### src/rtl/psg_defs.svh
// psg register map, register count and noise LFSR constants
`ifndef PSG_DEFS_SVH
`define PSG_DEFS_SVH

`define PSG_ADDR_TONE_A_FINE   4'd0  // channel A period, low byte
`define PSG_ADDR_TONE_A_COARSE 4'd1  // channel A period, high nibble
`define PSG_ADDR_TONE_B_FINE   4'd2
`define PSG_ADDR_TONE_B_COARSE 4'd3
`define PSG_ADDR_TONE_C_FINE   4'd4
`define PSG_ADDR_TONE_C_COARSE 4'd5
`define PSG_ADDR_NOISE         4'd6  // 5-bit noise period
`define PSG_ADDR_MIXER         4'd7  // enables, port directions
`define PSG_ADDR_AMP_A         4'd8
`define PSG_ADDR_AMP_B         4'd9
`define PSG_ADDR_AMP_C         4'd10
`define PSG_ADDR_ENV_FINE      4'd11
`define PSG_ADDR_ENV_COARSE    4'd12
`define PSG_ADDR_ENV_SHAPE     4'd13 // write restarts the envelope
`define PSG_ADDR_IOA           4'd14
`define PSG_ADDR_IOB           4'd15

`define PSG_NUM_REGS  16
`define PSG_LFSR_W    17
`define PSG_LFSR_SEED 17'h1 // any nonzero value avoids lockup

`endif

### src/rtl/psg_pkg.sv
// psg shared vector types and envelope FSM states
`default_nettype none

package psg_pkg;

    typedef logic [7:0]  data_t;         // bus byte
    typedef logic [3:0]  reg_addr_t;     // register index
    typedef logic [11:0] tone_period_t;  // tone divider period
    typedef logic [4:0]  noise_period_t; // noise divider period
    typedef logic [15:0] env_period_t;   // envelope divider period
    typedef logic [3:0]  level_t;        // amplitude step, 0..15
    typedef logic [4:0]  amp_t;          // bit 4 picks envelope
    typedef logic [7:0]  chan_out_t;     // linear channel level
    typedef logic [9:0]  mix_t;          // sum of three channels

    // envelope FSM
    typedef enum logic {
        ENV_RUN,  // stepping through a ramp
        ENV_HOLD  // frozen at final level
    } env_state_t;

endpackage

`default_nettype wire

### src/rtl/psg_tone.sv
// psg tone generator, divide-by-8 prescale and 12-bit period counter
`timescale 1ns/1ps
`default_nettype none

module psg_tone import psg_pkg::*; (
    input  wire          clk,
    input  wire          rst_n,
    input  wire          tick,    // chip clock pulse
    input  tone_period_t period,
    output logic         tone     // square wave
);

    logic [2:0]   pre;     // divide by 8
    tone_period_t cnt;     // steps since last toggle
    tone_period_t per_eff; // period 0 acts as 1

    assign per_eff = (period == 12'd0) ? 12'd1 : period;

    always_ff @(posedge clk) begin
        if (!rst_n) begin
            pre  <= 3'd0;
            cnt  <= 12'd0;
            tone <= 1'b0;
        end else if (tick) begin
            pre <= pre + 3'd1;
            if (pre == 3'd7) begin
                if (cnt + 12'd1 >= per_eff) begin // >= copes with a shrinking period
                    cnt  <= 12'd0;
                    tone <= ~tone;
                end else begin
                    cnt <= cnt + 12'd1;
                end
            end
        end
    end

endmodule

`default_nettype wire

### src/rtl/psg_noise.sv
// psg noise generator, 5-bit period divider stepping a 17-bit LFSR
`timescale 1ns/1ps
`default_nettype none

`include "psg_defs.svh"

module psg_noise import psg_pkg::*; (
    input  wire           clk,
    input  wire           rst_n,
    input  wire           tick,
    input  noise_period_t period,
    output logic          noise
);

    logic [3:0]             pre;     // divide by 16
    noise_period_t          cnt;
    noise_period_t          per_eff;
    logic [`PSG_LFSR_W-1:0] lfsr;

    assign per_eff = (period == 5'd0) ? 5'd1 : period;

    always_ff @(posedge clk) begin
        if (!rst_n) begin
            pre  <= 4'd0;
            cnt  <= 5'd0;
            lfsr <= `PSG_LFSR_SEED;
        end else if (tick) begin
            pre <= pre + 4'd1;
            if (pre == 4'd15) begin
                if (cnt + 5'd1 >= per_eff) begin
                    cnt  <= 5'd0;
                    lfsr <= {lfsr[0] ^ lfsr[3], lfsr[`PSG_LFSR_W-1:1]}; // taps 0 and 3
                end else begin
                    cnt <= cnt + 5'd1;
                end
            end
        end
    end

    assign noise = lfsr[0];

endmodule

`default_nettype wire

### src/rtl/psg_env.sv
// psg envelope generator, period divider and 4-bit step FSM for the 16 shapes
`timescale 1ns/1ps
`default_nettype none

module psg_env import psg_pkg::*; (
    input  wire         clk,
    input  wire         rst_n,
    input  wire         tick,
    input  env_period_t period,
    input  level_t      shape,   // {continue, attack, alternate, hold}
    input  wire         restart, // shape register written
    output level_t      level
);

    logic [3:0]  pre;      // divide by 16
    env_period_t cnt;
    env_period_t per_eff;
    logic        step_en;  // one envelope step due
    level_t      step;     // position in ramp
    logic        up;       // ramp direction
    env_state_t  state;

    assign per_eff = (period == 16'd0) ? 16'd1 : period;
    assign step_en = tick && (pre == 4'd15) && (cnt + 16'd1 >= per_eff);

    always_ff @(posedge clk) begin
        if (!rst_n || restart) begin
            pre <= 4'd0;
            cnt <= 16'd0;
        end else if (tick) begin
            pre <= pre + 4'd1;
            if (pre == 4'd15) cnt <= step_en ? 16'd0 : cnt + 16'd1;
        end
    end

    always_ff @(posedge clk) begin
        if (!rst_n) begin
            step  <= 4'd15;
            up    <= 1'b0;     // level 0 until first shape write
            state <= ENV_HOLD;
        end else if (restart) begin
            step  <= 4'd0;
            up    <= shape[2]; // attack bit
            state <= ENV_RUN;
        end else if (step_en && state == ENV_RUN) begin
            if (step != 4'd15) begin
                step <= step + 4'd1;
            end else if (!shape[3]) begin // no continue, settle at 0
                up    <= 1'b0;
                state <= ENV_HOLD;
            end else if (shape[0]) begin  // hold, alternate flips final level
                up    <= up ^ shape[1];
                state <= ENV_HOLD;
            end else begin                // repeat, maybe reversed
                step <= 4'd0;
                up   <= up ^ shape[1];
            end
        end
    end

    assign level = up ? step : ~step; // falling ramps count inverted

endmodule

`default_nettype wire

### src/rtl/psg_mixer.sv
// psg mixer, tone/noise gating, amplitude select, log volume table and sum
`timescale 1ns/1ps
`default_nettype none

module psg_mixer import psg_pkg::*; (
    input  wire       clk,
    input  wire       rst_n,
    input  wire       tone_a,
    input  wire       tone_b,
    input  wire       tone_c,
    input  wire       noise,
    input  data_t     mix_ctrl,  // [2:0] tone off, [5:3] noise off
    input  amp_t      amp_a,
    input  amp_t      amp_b,
    input  amp_t      amp_c,
    input  level_t    env_level,
    output chan_out_t a,
    output chan_out_t b,
    output chan_out_t c,
    output mix_t      sound
);

    chan_out_t va, vb, vc; // next channel levels

    // gated step: fixed or envelope amplitude, 0 when muted
    function automatic level_t chan_step(input logic on, input amp_t amp, input level_t env);
        if (!on) chan_step = 4'd0;
        else if (amp[4]) chan_step = env;
        else chan_step = amp[3:0];
    endfunction

    // roughly 3 dB per step
    function automatic chan_out_t log_vol(input level_t s);
        case (s)
            4'd0:    log_vol = 8'd0;
            4'd1:    log_vol = 8'd2;
            4'd2:    log_vol = 8'd3;
            4'd3:    log_vol = 8'd4;
            4'd4:    log_vol = 8'd6;
            4'd5:    log_vol = 8'd8;
            4'd6:    log_vol = 8'd11;
            4'd7:    log_vol = 8'd16;
            4'd8:    log_vol = 8'd23;
            4'd9:    log_vol = 8'd32;
            4'd10:   log_vol = 8'd45;
            4'd11:   log_vol = 8'd64;
            4'd12:   log_vol = 8'd90;
            4'd13:   log_vol = 8'd128;
            4'd14:   log_vol = 8'd181;
            default: log_vol = 8'd255;
        endcase
    endfunction

    assign va = log_vol(chan_step((tone_a | mix_ctrl[0]) & (noise | mix_ctrl[3]), amp_a, env_level));
    assign vb = log_vol(chan_step((tone_b | mix_ctrl[1]) & (noise | mix_ctrl[4]), amp_b, env_level));
    assign vc = log_vol(chan_step((tone_c | mix_ctrl[2]) & (noise | mix_ctrl[5]), amp_c, env_level));

    always_ff @(posedge clk) begin
        if (!rst_n) begin
            a     <= 8'd0;
            b     <= 8'd0;
            c     <= 8'd0;
            sound <= 10'd0;
        end else begin
            a     <= va;
            b     <= vb;
            c     <= vc;
            sound <= mix_t'(va) + mix_t'(vb) + mix_t'(vc); // max 765, fits 10 bits
        end
    end

endmodule

`default_nettype wire

### src/rtl/psg_regs.sv
// psg register file, masked storage, readback mux and I/O port direction
`timescale 1ns/1ps
`default_nettype none

`include "psg_defs.svh"

module psg_regs import psg_pkg::*; (
    input  wire           clk,
    input  wire           rst_n,
    input  reg_addr_t     addr,
    input  wire           cs_n,
    input  wire           wr_n,
    input  data_t         din,
    output data_t         dout,        // zero unless a read is active
    input  data_t         ioa_in,
    input  data_t         iob_in,
    output data_t         ioa_out,
    output data_t         iob_out,
    output tone_period_t  tone_per_a,
    output tone_period_t  tone_per_b,
    output tone_period_t  tone_per_c,
    output noise_period_t noise_per,
    output data_t         mix_ctrl,
    output amp_t          amp_a,
    output amp_t          amp_b,
    output amp_t          amp_c,
    output env_period_t   env_per,
    output level_t        env_shape,
    output logic          env_restart  // one clk after a shape write
);

    data_t regs [`PSG_NUM_REGS];
    logic  wr_en;
    data_t rd_data;

    // implemented bits per register
    function automatic data_t reg_mask(input reg_addr_t ra);
        case (ra)
            `PSG_ADDR_TONE_A_COARSE,
            `PSG_ADDR_TONE_B_COARSE,
            `PSG_ADDR_TONE_C_COARSE,
            `PSG_ADDR_ENV_SHAPE:     reg_mask = 8'h0F;
            `PSG_ADDR_NOISE,
            `PSG_ADDR_AMP_A,
            `PSG_ADDR_AMP_B,
            `PSG_ADDR_AMP_C:         reg_mask = 8'h1F;
            default:                 reg_mask = 8'hFF;
        endcase
    endfunction

    assign wr_en = !cs_n && !wr_n;

    always_ff @(posedge clk) begin
        if (!rst_n) begin
            for (int i = 0; i < `PSG_NUM_REGS; i++) regs[i] <= 8'h00; // r7=0: all on, ports in
            env_restart <= 1'b0;
        end else begin
            env_restart <= wr_en && (addr == `PSG_ADDR_ENV_SHAPE);
            if (wr_en) regs[addr] <= din & reg_mask(addr); // rewrites while phase lasts
        end
    end

    always_comb begin
        case (addr)
            `PSG_ADDR_IOA: rd_data = regs[`PSG_ADDR_MIXER][6] ? regs[addr] : ioa_in;
            `PSG_ADDR_IOB: rd_data = regs[`PSG_ADDR_MIXER][7] ? regs[addr] : iob_in;
            default:       rd_data = regs[addr];
        endcase
    end

    assign dout = (!cs_n && wr_n) ? rd_data : 8'h00;

    // port pins float high when set as input
    assign ioa_out = regs[`PSG_ADDR_MIXER][6] ? regs[`PSG_ADDR_IOA] : 8'hFF;
    assign iob_out = regs[`PSG_ADDR_MIXER][7] ? regs[`PSG_ADDR_IOB] : 8'hFF;

    assign tone_per_a = {regs[`PSG_ADDR_TONE_A_COARSE][3:0], regs[`PSG_ADDR_TONE_A_FINE]};
    assign tone_per_b = {regs[`PSG_ADDR_TONE_B_COARSE][3:0], regs[`PSG_ADDR_TONE_B_FINE]};
    assign tone_per_c = {regs[`PSG_ADDR_TONE_C_COARSE][3:0], regs[`PSG_ADDR_TONE_C_FINE]};
    assign noise_per  = regs[`PSG_ADDR_NOISE][4:0];
    assign mix_ctrl   = regs[`PSG_ADDR_MIXER];
    assign amp_a      = regs[`PSG_ADDR_AMP_A][4:0];
    assign amp_b      = regs[`PSG_ADDR_AMP_B][4:0];
    assign amp_c      = regs[`PSG_ADDR_AMP_C][4:0];
    assign env_per    = {regs[`PSG_ADDR_ENV_COARSE], regs[`PSG_ADDR_ENV_FINE]};
    assign env_shape  = regs[`PSG_ADDR_ENV_SHAPE][3:0];

endmodule

`default_nettype wire

### src/rtl/psg_core.sv
// psg core, tick prescaler plus wiring of registers, generators and mixer
`timescale 1ns/1ps
`default_nettype none

module psg_core import psg_pkg::*; (
    input  wire       rst_n,
    input  wire       clk,
    input  wire       clk_en,
    input  wire       sel,     // high: every clk_en is a tick
    input  reg_addr_t addr,
    input  wire       cs_n,
    input  wire       wr_n,
    input  data_t     din,
    output data_t     dout,
    output mix_t      sound,
    output chan_out_t a,
    output chan_out_t b,
    output chan_out_t c,
    input  data_t     ioa_in,
    output data_t     ioa_out,
    input  data_t     iob_in,
    output data_t     iob_out
);

    logic          half;        // divide-by-2 phase
    logic          tick;        // chip clock pulse
    tone_period_t  tone_per_a, tone_per_b, tone_per_c;
    noise_period_t noise_per;
    data_t         mix_ctrl;
    amp_t          amp_a, amp_b, amp_c;
    env_period_t   env_per;
    level_t        env_shape;
    logic          env_restart;
    logic          tone_a, tone_b, tone_c;
    logic          noise;
    level_t        env_level;

    always_ff @(posedge clk) begin
        if (!rst_n) half <= 1'b0;
        else if (clk_en && !sel) half <= ~half; // only counts in div-2 mode
    end

    assign tick = clk_en && (sel || half); // every second clk_en when sel low

    psg_regs u_regs (
        .clk         (clk),
        .rst_n       (rst_n),
        .addr        (addr),
        .cs_n        (cs_n),
        .wr_n        (wr_n),
        .din         (din),
        .dout        (dout),
        .ioa_in      (ioa_in),
        .iob_in      (iob_in),
        .ioa_out     (ioa_out),
        .iob_out     (iob_out),
        .tone_per_a  (tone_per_a),
        .tone_per_b  (tone_per_b),
        .tone_per_c  (tone_per_c),
        .noise_per   (noise_per),
        .mix_ctrl    (mix_ctrl),
        .amp_a       (amp_a),
        .amp_b       (amp_b),
        .amp_c       (amp_c),
        .env_per     (env_per),
        .env_shape   (env_shape),
        .env_restart (env_restart)
    );

    psg_tone u_tone_a (.clk(clk), .rst_n(rst_n), .tick(tick), .period(tone_per_a), .tone(tone_a));
    psg_tone u_tone_b (.clk(clk), .rst_n(rst_n), .tick(tick), .period(tone_per_b), .tone(tone_b));
    psg_tone u_tone_c (.clk(clk), .rst_n(rst_n), .tick(tick), .period(tone_per_c), .tone(tone_c));

    psg_noise u_noise (.clk(clk), .rst_n(rst_n), .tick(tick), .period(noise_per), .noise(noise));

    psg_env u_env (
        .clk     (clk),
        .rst_n   (rst_n),
        .tick    (tick),
        .period  (env_per),
        .shape   (env_shape),
        .restart (env_restart),
        .level   (env_level)
    );

    psg_mixer u_mixer (
        .clk       (clk),
        .rst_n     (rst_n),
        .tone_a    (tone_a),
        .tone_b    (tone_b),
        .tone_c    (tone_c),
        .noise     (noise),
        .mix_ctrl  (mix_ctrl),
        .amp_a     (amp_a),
        .amp_b     (amp_b),
        .amp_c     (amp_c),
        .env_level (env_level),
        .a         (a),
        .b         (b),
        .c         (c),
        .sound     (sound)
    );

endmodule

`default_nettype wire

### src/rtl/psg_bus.sv
// psg top level, BDIR/BC1 decode into latch, write and read strobes for the core
`timescale 1ns/1ps
`default_nettype none

`include "psg_defs.svh"

module psg_bus import psg_pkg::*; (
    input  wire       rst_n,
    input  wire       clk,
    input  wire       clk_en,  // input clock tick
    input  wire       bdir,    // bus direction pin
    input  wire       bc1,     // bus control pin
    input  data_t     din,     // kept apart from dout
    input  wire       sel,     // low divides clk_en by two
    output data_t     dout,
    output mix_t      sound,   // a + b + c
    output chan_out_t a,
    output chan_out_t b,
    output chan_out_t c,
    input  data_t     ioa_in,
    output data_t     ioa_out,
    input  data_t     iob_in,
    output data_t     iob_out
);

    logic      wr_n;      // registered write strobe
    logic      cs_n;      // registered chip select
    reg_addr_t addr;      // latched register index
    logic      addr_ok;   // upper nibble was zero
    data_t     din_latch; // latched write data

    always_ff @(posedge clk) begin
        if (!rst_n) begin
            wr_n    <= 1'b1;
            cs_n    <= 1'b1;
            addr    <= `PSG_ADDR_TONE_A_FINE;
            addr_ok <= 1'b1;
        end else begin
            case ({bdir, bc1})
                2'b00: {wr_n, cs_n} <= 2'b11; // inactive
                2'b01: {wr_n, cs_n} <= addr_ok ? 2'b10 : 2'b11; // read
                2'b10: begin // level-sensitive write
                    {wr_n, cs_n} <= addr_ok ? 2'b00 : 2'b11;
                    din_latch    <= din;
                end
                2'b11: begin // address latch
                    {wr_n, cs_n} <= 2'b11;
                    addr         <= din[3:0];
                    addr_ok      <= (din[7:4] == 4'd0); // reject foreign chip addrs
                end
                default: {wr_n, cs_n} <= 2'b11;
            endcase
        end
    end

    psg_core u_core (
        .rst_n   (rst_n),
        .clk     (clk),
        .clk_en  (clk_en),
        .sel     (sel),
        .addr    (addr),
        .cs_n    (cs_n),
        .wr_n    (wr_n),
        .din     (din_latch),
        .dout    (dout),
        .sound   (sound),
        .a       (a),
        .b       (b),
        .c       (c),
        .ioa_in  (ioa_in),
        .ioa_out (ioa_out),
        .iob_in  (iob_in),
        .iob_out (iob_out)
    );

endmodule

`default_nettype wire

### config.mk
export PLATFORM = sky130hd
export DESIGN_NAME = psg_bus
export DESIGN_NICKNAME = d
export VERILOG_FILES = /design/src/rtl/psg_pkg.sv /design/src/rtl/psg_tone.sv /design/src/rtl/psg_noise.sv /design/src/rtl/psg_env.sv /design/src/rtl/psg_mixer.sv /design/src/rtl/psg_regs.sv /design/src/rtl/psg_core.sv /design/src/rtl/psg_bus.sv
export VERILOG_INCLUDE_DIRS = /design/src /design/src/rtl
export SDC_FILE = /design/constraint.sdc
export NUM_CORES = 1
export LEC_CHECK = 0
export BUFFER_PORTS_ARGS = -buffer_cell sky130_fd_sc_hd__buf_2
export CAP_MARGIN = 30
export CORE_UTILIZATION = 40
export DETAILED_ROUTE_END_ITERATION = 12
export HOLD_SLACK_MARGIN = 0.02
export PLACE_DENSITY_LB_ADDON = 0.12
export SKIP_LAST_GASP = 1
export SLEW_MARGIN = 20
export SYNTH_ARGS = -nofsm -noshare
export SYNTH_HDL_FRONTEND = slang
export SYNTH_HIERARCHICAL = 1
export SYNTH_SLANG_ARGS = --single-unit
export TNS_END_PERCENT = 100
### constraint.sdc
create_clock -name clk -period 3.98 [get_ports clk]
set_input_delay 0 -clock clk [delete_from_list [all_inputs] [get_ports clk]]
set_output_delay 0 -clock clk [all_outputs]
set_load 0.005 [all_outputs]
Yosys cells after proc, flatten, opt, wreduce, memory -nomap -nowiden
Memories as Yosys holds them, arrays and structs flattened. A register that Yosys moved wholly into a read port is not among the register bits. Index checks and enable logic that the tools add are counted.

Logic and storage cells: 176. Memories: 5. Memory bits (writable): 128. Bits of input ports: 30. Register bits after elaboration: 151. Output and inout port bits: 58. Bits in read-only memories: 448.

Memories: (name not given) (depth 16, width 8, rd ports 1, clocked after memory_dff 0, wr ports 0, line psg_mixer.sv:34) `case (s)`; (name not given) (depth 16, width 8, rd ports 1, clocked after memory_dff 0, wr ports 0, line psg_mixer.sv:34); (name not given) (depth 16, width 8, rd ports 1, clocked after memory_dff 0, wr ports 0, line psg_mixer.sv:34); u_core.u_regs.regs (depth 16, width 8, rd ports 17, clocked after memory_dff 1, wr ports 16, line psg_regs.sv:32) `` data_t regs [`PSG_NUM_REGS]; ``; (name not given) (depth 16, width 4, rd ports 1, clocked after memory_dff 1, wr ports 0, line psg_regs.sv:38) `case (ra)`.

Magnitude comparators: 5. Bitwise logic cells: 18. Reduce and logical (&&, ||, !) cells: 38. Multiplexer cells: 54. Equality and inequality tests: 15. Add/subtract/negate cells: 13.

Operators by type and width (count): 2-to-1 mux 12 bit (6); 2-to-1 mux 4 bit (17); 2-to-1 mux 8 bit (8); adder 12 x 1 -> 12 bit, second input constant (3); greater-or-equal comparator 12 bit (3); zero test 12 bit (3); 2-to-1 mux 16 bit (2); equality test 4 bit, second input constant (5); AND reduction 3 bit (6); adder 16 x 1 -> 16 bit, second input constant (1); greater-or-equal comparator 16 bit (1); zero test 16 bit (1); case mux 8 bit (2 select lines) (1); 2-to-1 mux 1 bit (15); AND reduction 2 bit (7); adder 4 x 1 -> 4 bit, second input constant (3); adder 9 x 8 -> 10 bit (1); 2-to-1 mux 5 bit (2); adder 3 x 1 -> 3 bit, second input constant (3); adder 8 x 8 -> 9 bit (1); equality test 3 bit, second input constant (3); bitwise AND 8 bit (1); logical AND 1 bit (8); OR reduction 8 bit (1); other kinds (23) (41).

Logic depth before layout (Yosys ltp)
Gate-level depths: netlist of the first run. An unclocked memory read counts as a cell.

Depth in word-level cells: 8. Mapped depth: 17. Mapped depth without buffers: 16.

Hierarchy
The synthesis of the first run kept the hierarchy.

Modules (own cells, without submodules): psg_regs (area each 6537.5 um^2, times used 1, cells each 514, sequential area each 3863.7 um^2); psg_mixer (area each 2578.7 um^2, times used 1, cells each 281, sequential area each 680.7 um^2); psg_tone at u_core.u_tone_a ... (area each 1162.4 um^2, times used 2, cells each 131, sequential area each 320.3 um^2); psg_env (area each 1924.3 um^2, times used 1, cells each 254, sequential area each 520.5 um^2); psg_noise (area each 1234.9 um^2, times used 1, cells each 127, sequential area each 520.5 um^2); psg_tone at u_core.u_tone_c (area each 1089.8 um^2, times used 1, cells each 125, sequential area each 320.3 um^2); psg_bus (area each 538.0 um^2, times used 1, cells each 38, sequential area each 380.4 um^2); psg_core (area each 53.8 um^2, times used 1, cells each 6, sequential area each 20.0 um^2).

Worst setup path before layout of the first run
Ideal clock, no wire load.

Path type: reg-to-reg. From: register u_core.u_env.up. To: register u_core.u_mixer.sound[8]. Cell stages (with the launch flop): 18. Library setup time: 0.134 ns. Path slack: -0.069 ns. Data required time: 3.846 ns. Period minus slack after synthesis: 4.049 ns. Arrival: 3.915 ns. Path buffers: 1. Cells stage by stage: dfxtp_1 -> clkbuf_1 -> xnor2_1 -> mux2i_1 -> nor2_1 -> inv_1 -> ha_1 -> mux2_2 -> nor3b_1 -> a311oi_1 -> o22ai_1 -> fa_1 -> inv_1 -> ha_1 -> a211oi_1 -> or3_1 -> nor2_1 -> or4b_1.

Word-level cells in the longest chain between the ends: 6. Elaborated cells on any way between the ends: 12. Those cells by class: add/sub (2); mux (7); memory (3).

Ends and longest elaborated chain: start, declared (line psg_env.sv:20) `logic up;`; start signal, assigned (line psg_env.sv:43) `up <= shape[2];`; start signal, assigned (line psg_env.sv:52) `up <= up ^ shape[1];`; start signal, assigned (line psg_env.sv:56) `up <= up ^ shape[1];`; 2-to-1 mux 4 bit (*) (line psg_env.sv:61) `assign level = up ? step : ~step;`; net u_core.env_level[1] (line psg_core.sv:36) `level_t env_level;`; 2-to-1 mux 4 bit (line psg_mixer.sv:28) `else if (amp[4]) chan_step = env;`; 2-to-1 mux 4 bit (line psg_mixer.sv:27) `if (!on) chan_step = 4'd0;`; memory (16 x 8 bit); adder 8 x 8 -> 9 bit (line psg_mixer.sv:68) `sound <= mix_t'(va) + mix_t'(vb) + mix_t'(vc);`; adder 9 x 8 -> 10 bit (*) (line psg_mixer.sv:68); end signal, assigned (line psg_mixer.sv:68); end, declared (line psg_mixer.sv:20) `output mix_t sound`.

The timed path passes the listed nets; every way through them passes the cells marked *. A chain may end at the register's enable or synchronous reset.

Final worst setup path of the first run
Same ends and word-level chain as after synthesis.

==> impl_metrics.env, run 1 <==
export IMPL_dr_total_vias=12400
export IMPL_fin_nets=1850
export IMPL_layout_commonest_cell="nand2_1"
export IMPL_clock_skew_ns=0.0230
export IMPL_ant_nets=0
export IMPL_htree_levels=2
export IMPL_crit_fanout=7
export IMPL_synth_simple_area_share=0.194
export IMPL_relSlewSlack=0.385
export IMPL_place_congestion=0.864
export IMPL_wl_per_cell_um=19.7
export IMPL_hpwl_um=32300
export IMPL_async_flop_share=0
export IMPL_die_h_um=204
export IMPL_numCtsBuffers=34
export IMPL_power_frac_seq=0.450
export IMPL_power_switching_uw=1630
export IMPL_grt_most_used_layer="met2"
export IMPL_ir_worst_vdd_mv=0.263
export IMPL_rsz0062_at_grt="no"
export IMPL_path_clk_slew_ns=0.06
export IMPL_synth_top_family_by_area="simple AND/OR/NAND/NOR gates"
export IMPL_antenna_found_initial=0
export IMPL_io_pins=88
export IMPL_synth_xor_area_share=0.0355
export IMPL_cts_root_buf="clkbuf_16"
export IMPL_ys_flop_type="dfxtp_1"
export IMPL_synthTopCellsByArea="edfxtp_1 25%, dfxtp_1 18%, ha_1 7.3%"
export IMPL_power_leakage_uw=0.00786
export IMPL_cts_sinks=279
export IMPL_nFillCells=3678
export IMPL_hold_class="in -> reg"
export IMPL_final_cells=2266
export IMPL_firstDrtPassIters=6
export IMPL_finalCritPeriodShare=0.963
export IMPL_grt_pass1_wl_um=68800
export IMPL_worst_pin_slew_ns=0.923
export IMPL_grt_pass1_vias=11900
export IMPL_hold_viol_final=0
export IMPL_synth_cell_types=98
export IMPL_totalWireLength_um=44600
export IMPL_drc=0
export IMPL_synth_top_area_frac=0.251
export IMPL_startpoint_type="flop"
export IMPL_status="finished clean"
export IMPL_fp_row_count=73
export IMPL_utilization=0.475
export IMPL_setup_viol=0
export IMPL_final_cell_mix="162 x nand2_1, 141 x dfxtp_1, 136 x edfxtp_1"
export IMPL_viasPerCell=5.49
export IMPL_layout_drive_gt1_share=0.198
export IMPL_fin_area_sq_mm=0.0190
export IMPL_synthMuxAreaShare=0.0893
export IMPL_place_inst=2179
export IMPL_cts_tree="done"
export IMPL_clkPwrFrac=0.475
export IMPL_criticalPathCategory="reg -> reg"
export IMPL_dieArea_sq_mm=0.0415
export IMPL_drt_initial_drc_count=1105
export IMPL_yosysSeqAreaShare=0.427
export IMPL_power_internal_uw=5410
export IMPL_crit_required_ns=4.40
export IMPL_antenna_cells=0
export IMPL_coreArea_sq_mm=0.0399
export IMPL_synth_yosys_warnings=6
export IMPL_clk_path_buf_depth=3
export IMPL_cap_violations=0
export IMPL_use_met3=0.0297
export IMPL_fmax_mhz=261
export IMPL_clk_insertion_delay_late_ns=0.55
export IMPL_power_frac_comb=0.075
export IMPL_syn_avg_cell_area_sq_um=10.1
export IMPL_placed_area_sq_mm=0.0173
export IMPL_overflow=0
export IMPL_synth_edf_count=136
export IMPL_ys_seq_elements=279
export IMPL_synth_fa_ha_area_frac=0.0841
export IMPL_p_sw_frac=0.231
export IMPL_synth_compound_area_share=0.106
export IMPL_grtUsageTotal=0.217
export IMPL_netlist_area_sq_mm=0.0163
export IMPL_fin_crit_ns=3.83
export IMPL_p_per_area_mw_per_mm2=371
export IMPL_io_buffers=87
export IMPL_drv_slew=0
export IMPL_synth_cells=1607
export IMPL_syn_nets=1741
export IMPL_area_growth_pct=16.6
export IMPL_critPathCaptureType="flop"
export IMPL_use_met1=0.320
export IMPL_use_met2=0.324
export IMPL_die_w_um=204
export IMPL_initial_core_util=0.408
export IMPL_grt_start_max_net_pins=60
export IMPL_crit_arrival_ns=4.25
export IMPL_yosysTopAreaCell="edfxtp_1"
==> area by class of cell <==
cell class,instances,area (sq um),area share
Sequential cell,279,6950,0.366
Inverter,96,360,0.0190
Clock buffer,48,978,0.0516
Multi-Input combinational cell,1114,8520,0.449
Tap cell,525,657,0.0346
Timing Repair Buffer,191,1280,0.0677
Clock inverter,13,220,0.0116
==> repair_timing <==
action                                  CTS  global route
pin swaps                                 7            15
endpoints found under the hold margin    21             0
hold buffers                             17             0
setup buffers                             5             5
endpoints found under the setup margin    4             5
cloned                                    0             0
gates resized for setup                   9            41
==> synth_stat cells, drive strengths merged, types with 13 or more instances <==
cell,count
xnor2,49
and3,87
dfxtp,143
mux2i,70
a21oi,44
and2,30
nor2b,21
nand3,56
ha,95
a32o,18
nand2b,27
clkbuf,55
nor3,25
inv,95
mux4,25
xor2,17
o211ai,13
buf,63
edfxtp,136
o21ai,27
nand4,22
nand2,163
nor2,121
nor4,15
==> final timing paths <==
check	from	to	slack (ns)	cells after the start
setup / recovery	u_core/u_env/up$_SDFFE_PN0P_	u_core/u_mixer/sound[8]$_SDFF_PN0_	0.15	16
hold / removal	clk_en	u_core/u_env/pre[0]$_SDFFE_PP0P_	0.12	5
hold reg to reg	addr_ok$_SDFFE_PN1N_	wr_n$_SDFF_PN1_	0.40	1
setup reg to reg	u_core/u_env/up$_SDFFE_PN0P_	u_core/u_mixer/sound[8]$_SDFF_PN0_	0.15	16
==> flip-flops by register name, summed over array words and instances (netlist names), 3 cells and up <==
register              count
u_core/u_noise/lfsr      17
u_core/u_tone_c/pre       3
u_core/u_mixer/b          8
u_core/u_mixer/c          8
u_core/u_mixer/sound     10
u_core/u_mixer/a          8
addr                      4
u_core/u_tone_b/pre       3
u_core/u_tone_a/cnt      12
u_core/u_env/pre          4
u_core/u_env/step         4
din_latch                 8
u_core/u_tone_a/pre       3
u_core/u_regs/regs      128
u_core/u_noise/cnt        5
u_core/u_tone_b/cnt      12
u_core/u_env/cnt         16
u_core/u_tone_c/cnt      12
u_core/u_noise/pre        4
==> metrics by stage <==
step                TNS, ns  worst slack (ns)  total power, uW  hold slack (ns)
floorplan                 0           0.00717             3520           0.0646
global placement    -0.0663           -0.0326             3720            0.196
detailed placement   -0.249           -0.0771             3720            0.199
CTS                       0           0.00117             7120            0.112
global route              0           0.00691             7280            0.153
finish                    0             0.146             7040            0.120
==> cells by family after synthesis <==
group,count (synthesis)
AO/OA/AOI/OAI,226
XOR/XNOR,66
adder cells (fa/ha/maj),104
buffers and inverters,214
flip-flops,279
multiplexers,106
other,1
AND/OR/NAND/NOR,611
==> critical path: stages, from the launching register on <==
cell and delay [ns]:
dfxtp_4 0.37, buf_6 0.13, xnor2_2 0.13, buf_4 0.16
mux2i_2 0.22, nor2_2 0.08, ha_2 0.40, xnor2_1 0.09
o22ai_1 0.19, nand2_1 0.12, fa_1 0.49, inv_1 0.05
ha_1 0.29, o21ai_1 0.10, or3_4 0.39, nand4_1 0.08
or4b_1 0.42
==> power groups by stage <==
stage / Combinational (uW) / Sequential (uW) / Clock [uW]
floorplan: 344 / 3170 / 0
finish: 531 / 3160 / 3340
detailed placement: 499 / 3220 / 0
global placement: 494 / 3220 / 0
CTS: 519 / 3160 / 3440
global route: 576 / 3170 / 3530
==> layer usage <==
layer / vias up / share of wire
met4: 0 / 0.025
met2: 336 / 0.43
met3: 62 / 0.061
met1: 6064 / 0.48
li1: 5985 / -
met5: - / 0
Note: power is estimated with default switching activity, not from simulation.
==> run 2, diff against run 1 <==
--- a/config.mk
+++ b/config.mk
@@ -8,10 +8,11 @@
 export LEC_CHECK = 0
 export BUFFER_PORTS_ARGS = -buffer_cell sky130_fd_sc_hd__buf_2
 export CAP_MARGIN = 30
-export CORE_UTILIZATION = 40
+export CORE_UTILIZATION = 56
 export DETAILED_ROUTE_END_ITERATION = 12
 export HOLD_SLACK_MARGIN = 0.02
 export PLACE_DENSITY_LB_ADDON = 0.12
+export SETUP_SLACK_MARGIN = 0.3
 export SKIP_LAST_GASP = 1
 export SLEW_MARGIN = 20
 export SYNTH_ARGS = -nofsm -noshare
==> run 2 against run 1 <==
Against the previous run:
- clock-buffer cell count decreased by 10
- via count increased by 0.77%
- hold slack improved by 0.028 ns
- utilization increased by 17 points
- setup slack improved by 0.12 ns
- critical path type unchanged
- highest routed layer unchanged
==> impl_metrics.env, run 2 (synthesis gave the netlist of run 1 again) <==
export IMPL_area_growth_pct=13.7
export IMPL_worst_pin_slew_ns=1.06
export IMPL_dr_total_vias=12500
export IMPL_clk_path_buf_depth=3
export IMPL_viasPerCell=5.98
export IMPL_top_regs="u_core/u_regs/regs: 128 flops, u_core/u_noise/lfsr: 17 flops, u_core/u_env/cnt: 16 flops"
export IMPL_firstDrtPassIters=5
export IMPL_drv_slew=0
export IMPL_grt_pass1_vias=11900
export IMPL_hold_viol_final=0
export IMPL_largest_register_ff_count=128
export IMPL_path_clk_slew_ns=0.07
export IMPL_grtUsageTotal=0.267
export IMPL_totalWireLength_um=40400
export IMPL_rsz0062_at_grt="yes"
export IMPL_dieArea_sq_mm=0.0298
export IMPL_io_pins=88
export IMPL_drc=0
export IMPL_fin_crit_ns=3.71
export IMPL_finalPower_uw=6220
export IMPL_crit_required_ns=4.42
export IMPL_nFillCells=2249
export IMPL_layout_commonest_cell="nand2_1"
export IMPL_ant_nets=0
export IMPL_grt_pass1_wl_um=63700
export IMPL_slowest_stage="or4b_1"
export IMPL_path_buf_inv=2
export IMPL_startpoint_type="flop"
export IMPL_die_w_um=173
export IMPL_finalHoldWorstSlack_ns=0.148
export IMPL_slowest_delay_ns=0.45
export IMPL_fp_row_count=62
export IMPL_io_buffers=87
export IMPL_antenna_found_initial=1
export IMPL_htree_levels=1
export IMPL_wl_per_cell_um=19.2
export IMPL_place_congestion=0.914
export IMPL_antenna_cells=0
export IMPL_clk_insertion_delay_late_ns=0.57
export IMPL_fin_nets=1824
export IMPL_top_register="u_core/u_regs/regs"
export IMPL_status="finished clean"
export IMPL_layout_drive_gt1_share=0.201
export IMPL_crit_arrival_ns=4.15
export IMPL_power_leakage_uw=0.00762
export IMPL_overflow=0
export IMPL_relSlewSlack=0.292
export IMPL_critical_path_top_delay_family="simple AND/OR/NAND/NOR gates"
export IMPL_ir_worst_vdd_mv=0.407
export IMPL_setup_viol=0
export IMPL_criticalPathCategory="reg -> reg"
export IMPL_coreArea_sq_mm=0.0286
export IMPL_cts_sinks=279
export IMPL_cts_root_buf="clkbuf_16"
export IMPL_finalCritPeriodShare=0.933
export IMPL_hold_class="in -> reg"
export IMPL_hpwl_um=28300
export IMPL_p_per_area_mw_per_mm2=336
export IMPL_grt_start_max_net_pins=56
export IMPL_final_cell_mix="159 x nand2_1, 138 x dfxtp_1, 136 x edfxtp_1"
export IMPL_initial_core_util=0.569
export IMPL_crit_fanout=4
export IMPL_die_h_um=173
export IMPL_numCtsBuffers=29
export IMPL_drt_initial_drc_count=1101
export IMPL_critPathCaptureType="flop"
export IMPL_clock_skew_ns=0.0211
export IMPL_worstPathCellList="xnor2_4 > mux2i_4 > nor2_2 > inv_2 > ha_4 > mux2_4 > nor3b_4 > a311oi_2 > o22ai_2 > fa_1 > inv_2 > ha_4 > a211oi_4 > or3_4 > nor2_1 > or4b_1"
export IMPL_cap_violations=0
export IMPL_cts_tree="done"
export IMPL_fmax_mhz=269
run 2: metal layers:
metal	track usage	vias to the layer above	wire [um]
li1	-	5949	-
met5	0	-	0
met2	0.449	429	19300
met4	0.0930	0	1220
met3	0.0336	93	2740
met1	0.354	6072	17100
run 2: area by class of cell:
| class | instances | area [sq um] | area share |
|---|---|---|---|
| tap | 384 | 480 | 0.0260 |
| multi-input combinational | 1114 | 8720 | 0.471 |
| timing repair buffer | 170 | 1110 | 0.0599 |
| inverter | 96 | 360 | 0.0195 |
| clock buffer | 38 | 795 | 0.0429 |
| sequential | 279 | 6960 | 0.376 |
| clock inverter | 16 | 88.8 | 0.00480 |
run 2: power by group:
| group | internal, uW | total [uW] | switching [uW] |
|---|---|---|---|
| logic | 229 | 535 | 306 |
| clock network | 1400 | 2530 | 1130 |
| registers | 3080 | 3160 | 76.7 |
run 2: final timing paths:
path | slack [ns] | from | endpoint | cells past startpoint
hold reg to reg | 0.41 | addr_ok$_SDFFE_PN1N_ | wr_n$_SDFF_PN1_ | 1
hold / removal | 0.15 | din[4] | din_latch[4]$_DFFE_PP_ | 2
setup reg to reg | 0.27 | u_core/u_env/up$_SDFFE_PN0P_ | u_core/u_mixer/sound[8]$_SDFF_PN0_ | 16
setup / recovery | 0.27 | u_core/u_env/up$_SDFFE_PN0P_ | u_core/u_mixer/sound[8]$_SDFF_PN0_ | 16
run 2: metrics by stage:
step | setup slack, ns | TNS (ns) | cell area (sq um) | std cells | utilization
floorplan | 0.257 | 0 | 16400 | 1607 | -
detailed placement | -0.0222 | -0.0421 | 16900 | 1999 | 0.592
CTS | 0.304 | 0 | 18300 | 2085 | 0.640
global route | 0.124 | 0 | 18500 | 2097 | 0.647
finish | 0.267 | 0 | 18500 | 2097 | 0.647
global placement | 0.0736 | 0 | 16900 | 1999 | 0.592
run 2: what timing repair did:
item | in CTS | in global routing
endpoints found under the hold margin | 36 | 0
pin swaps | 22 | 18
hold buffers | 16 | 0
gates cloned | 0 | 0
buffers inserted | 16 | 12
endpoints found under the setup margin | 5 | 27
resized for setup | 48 | 18
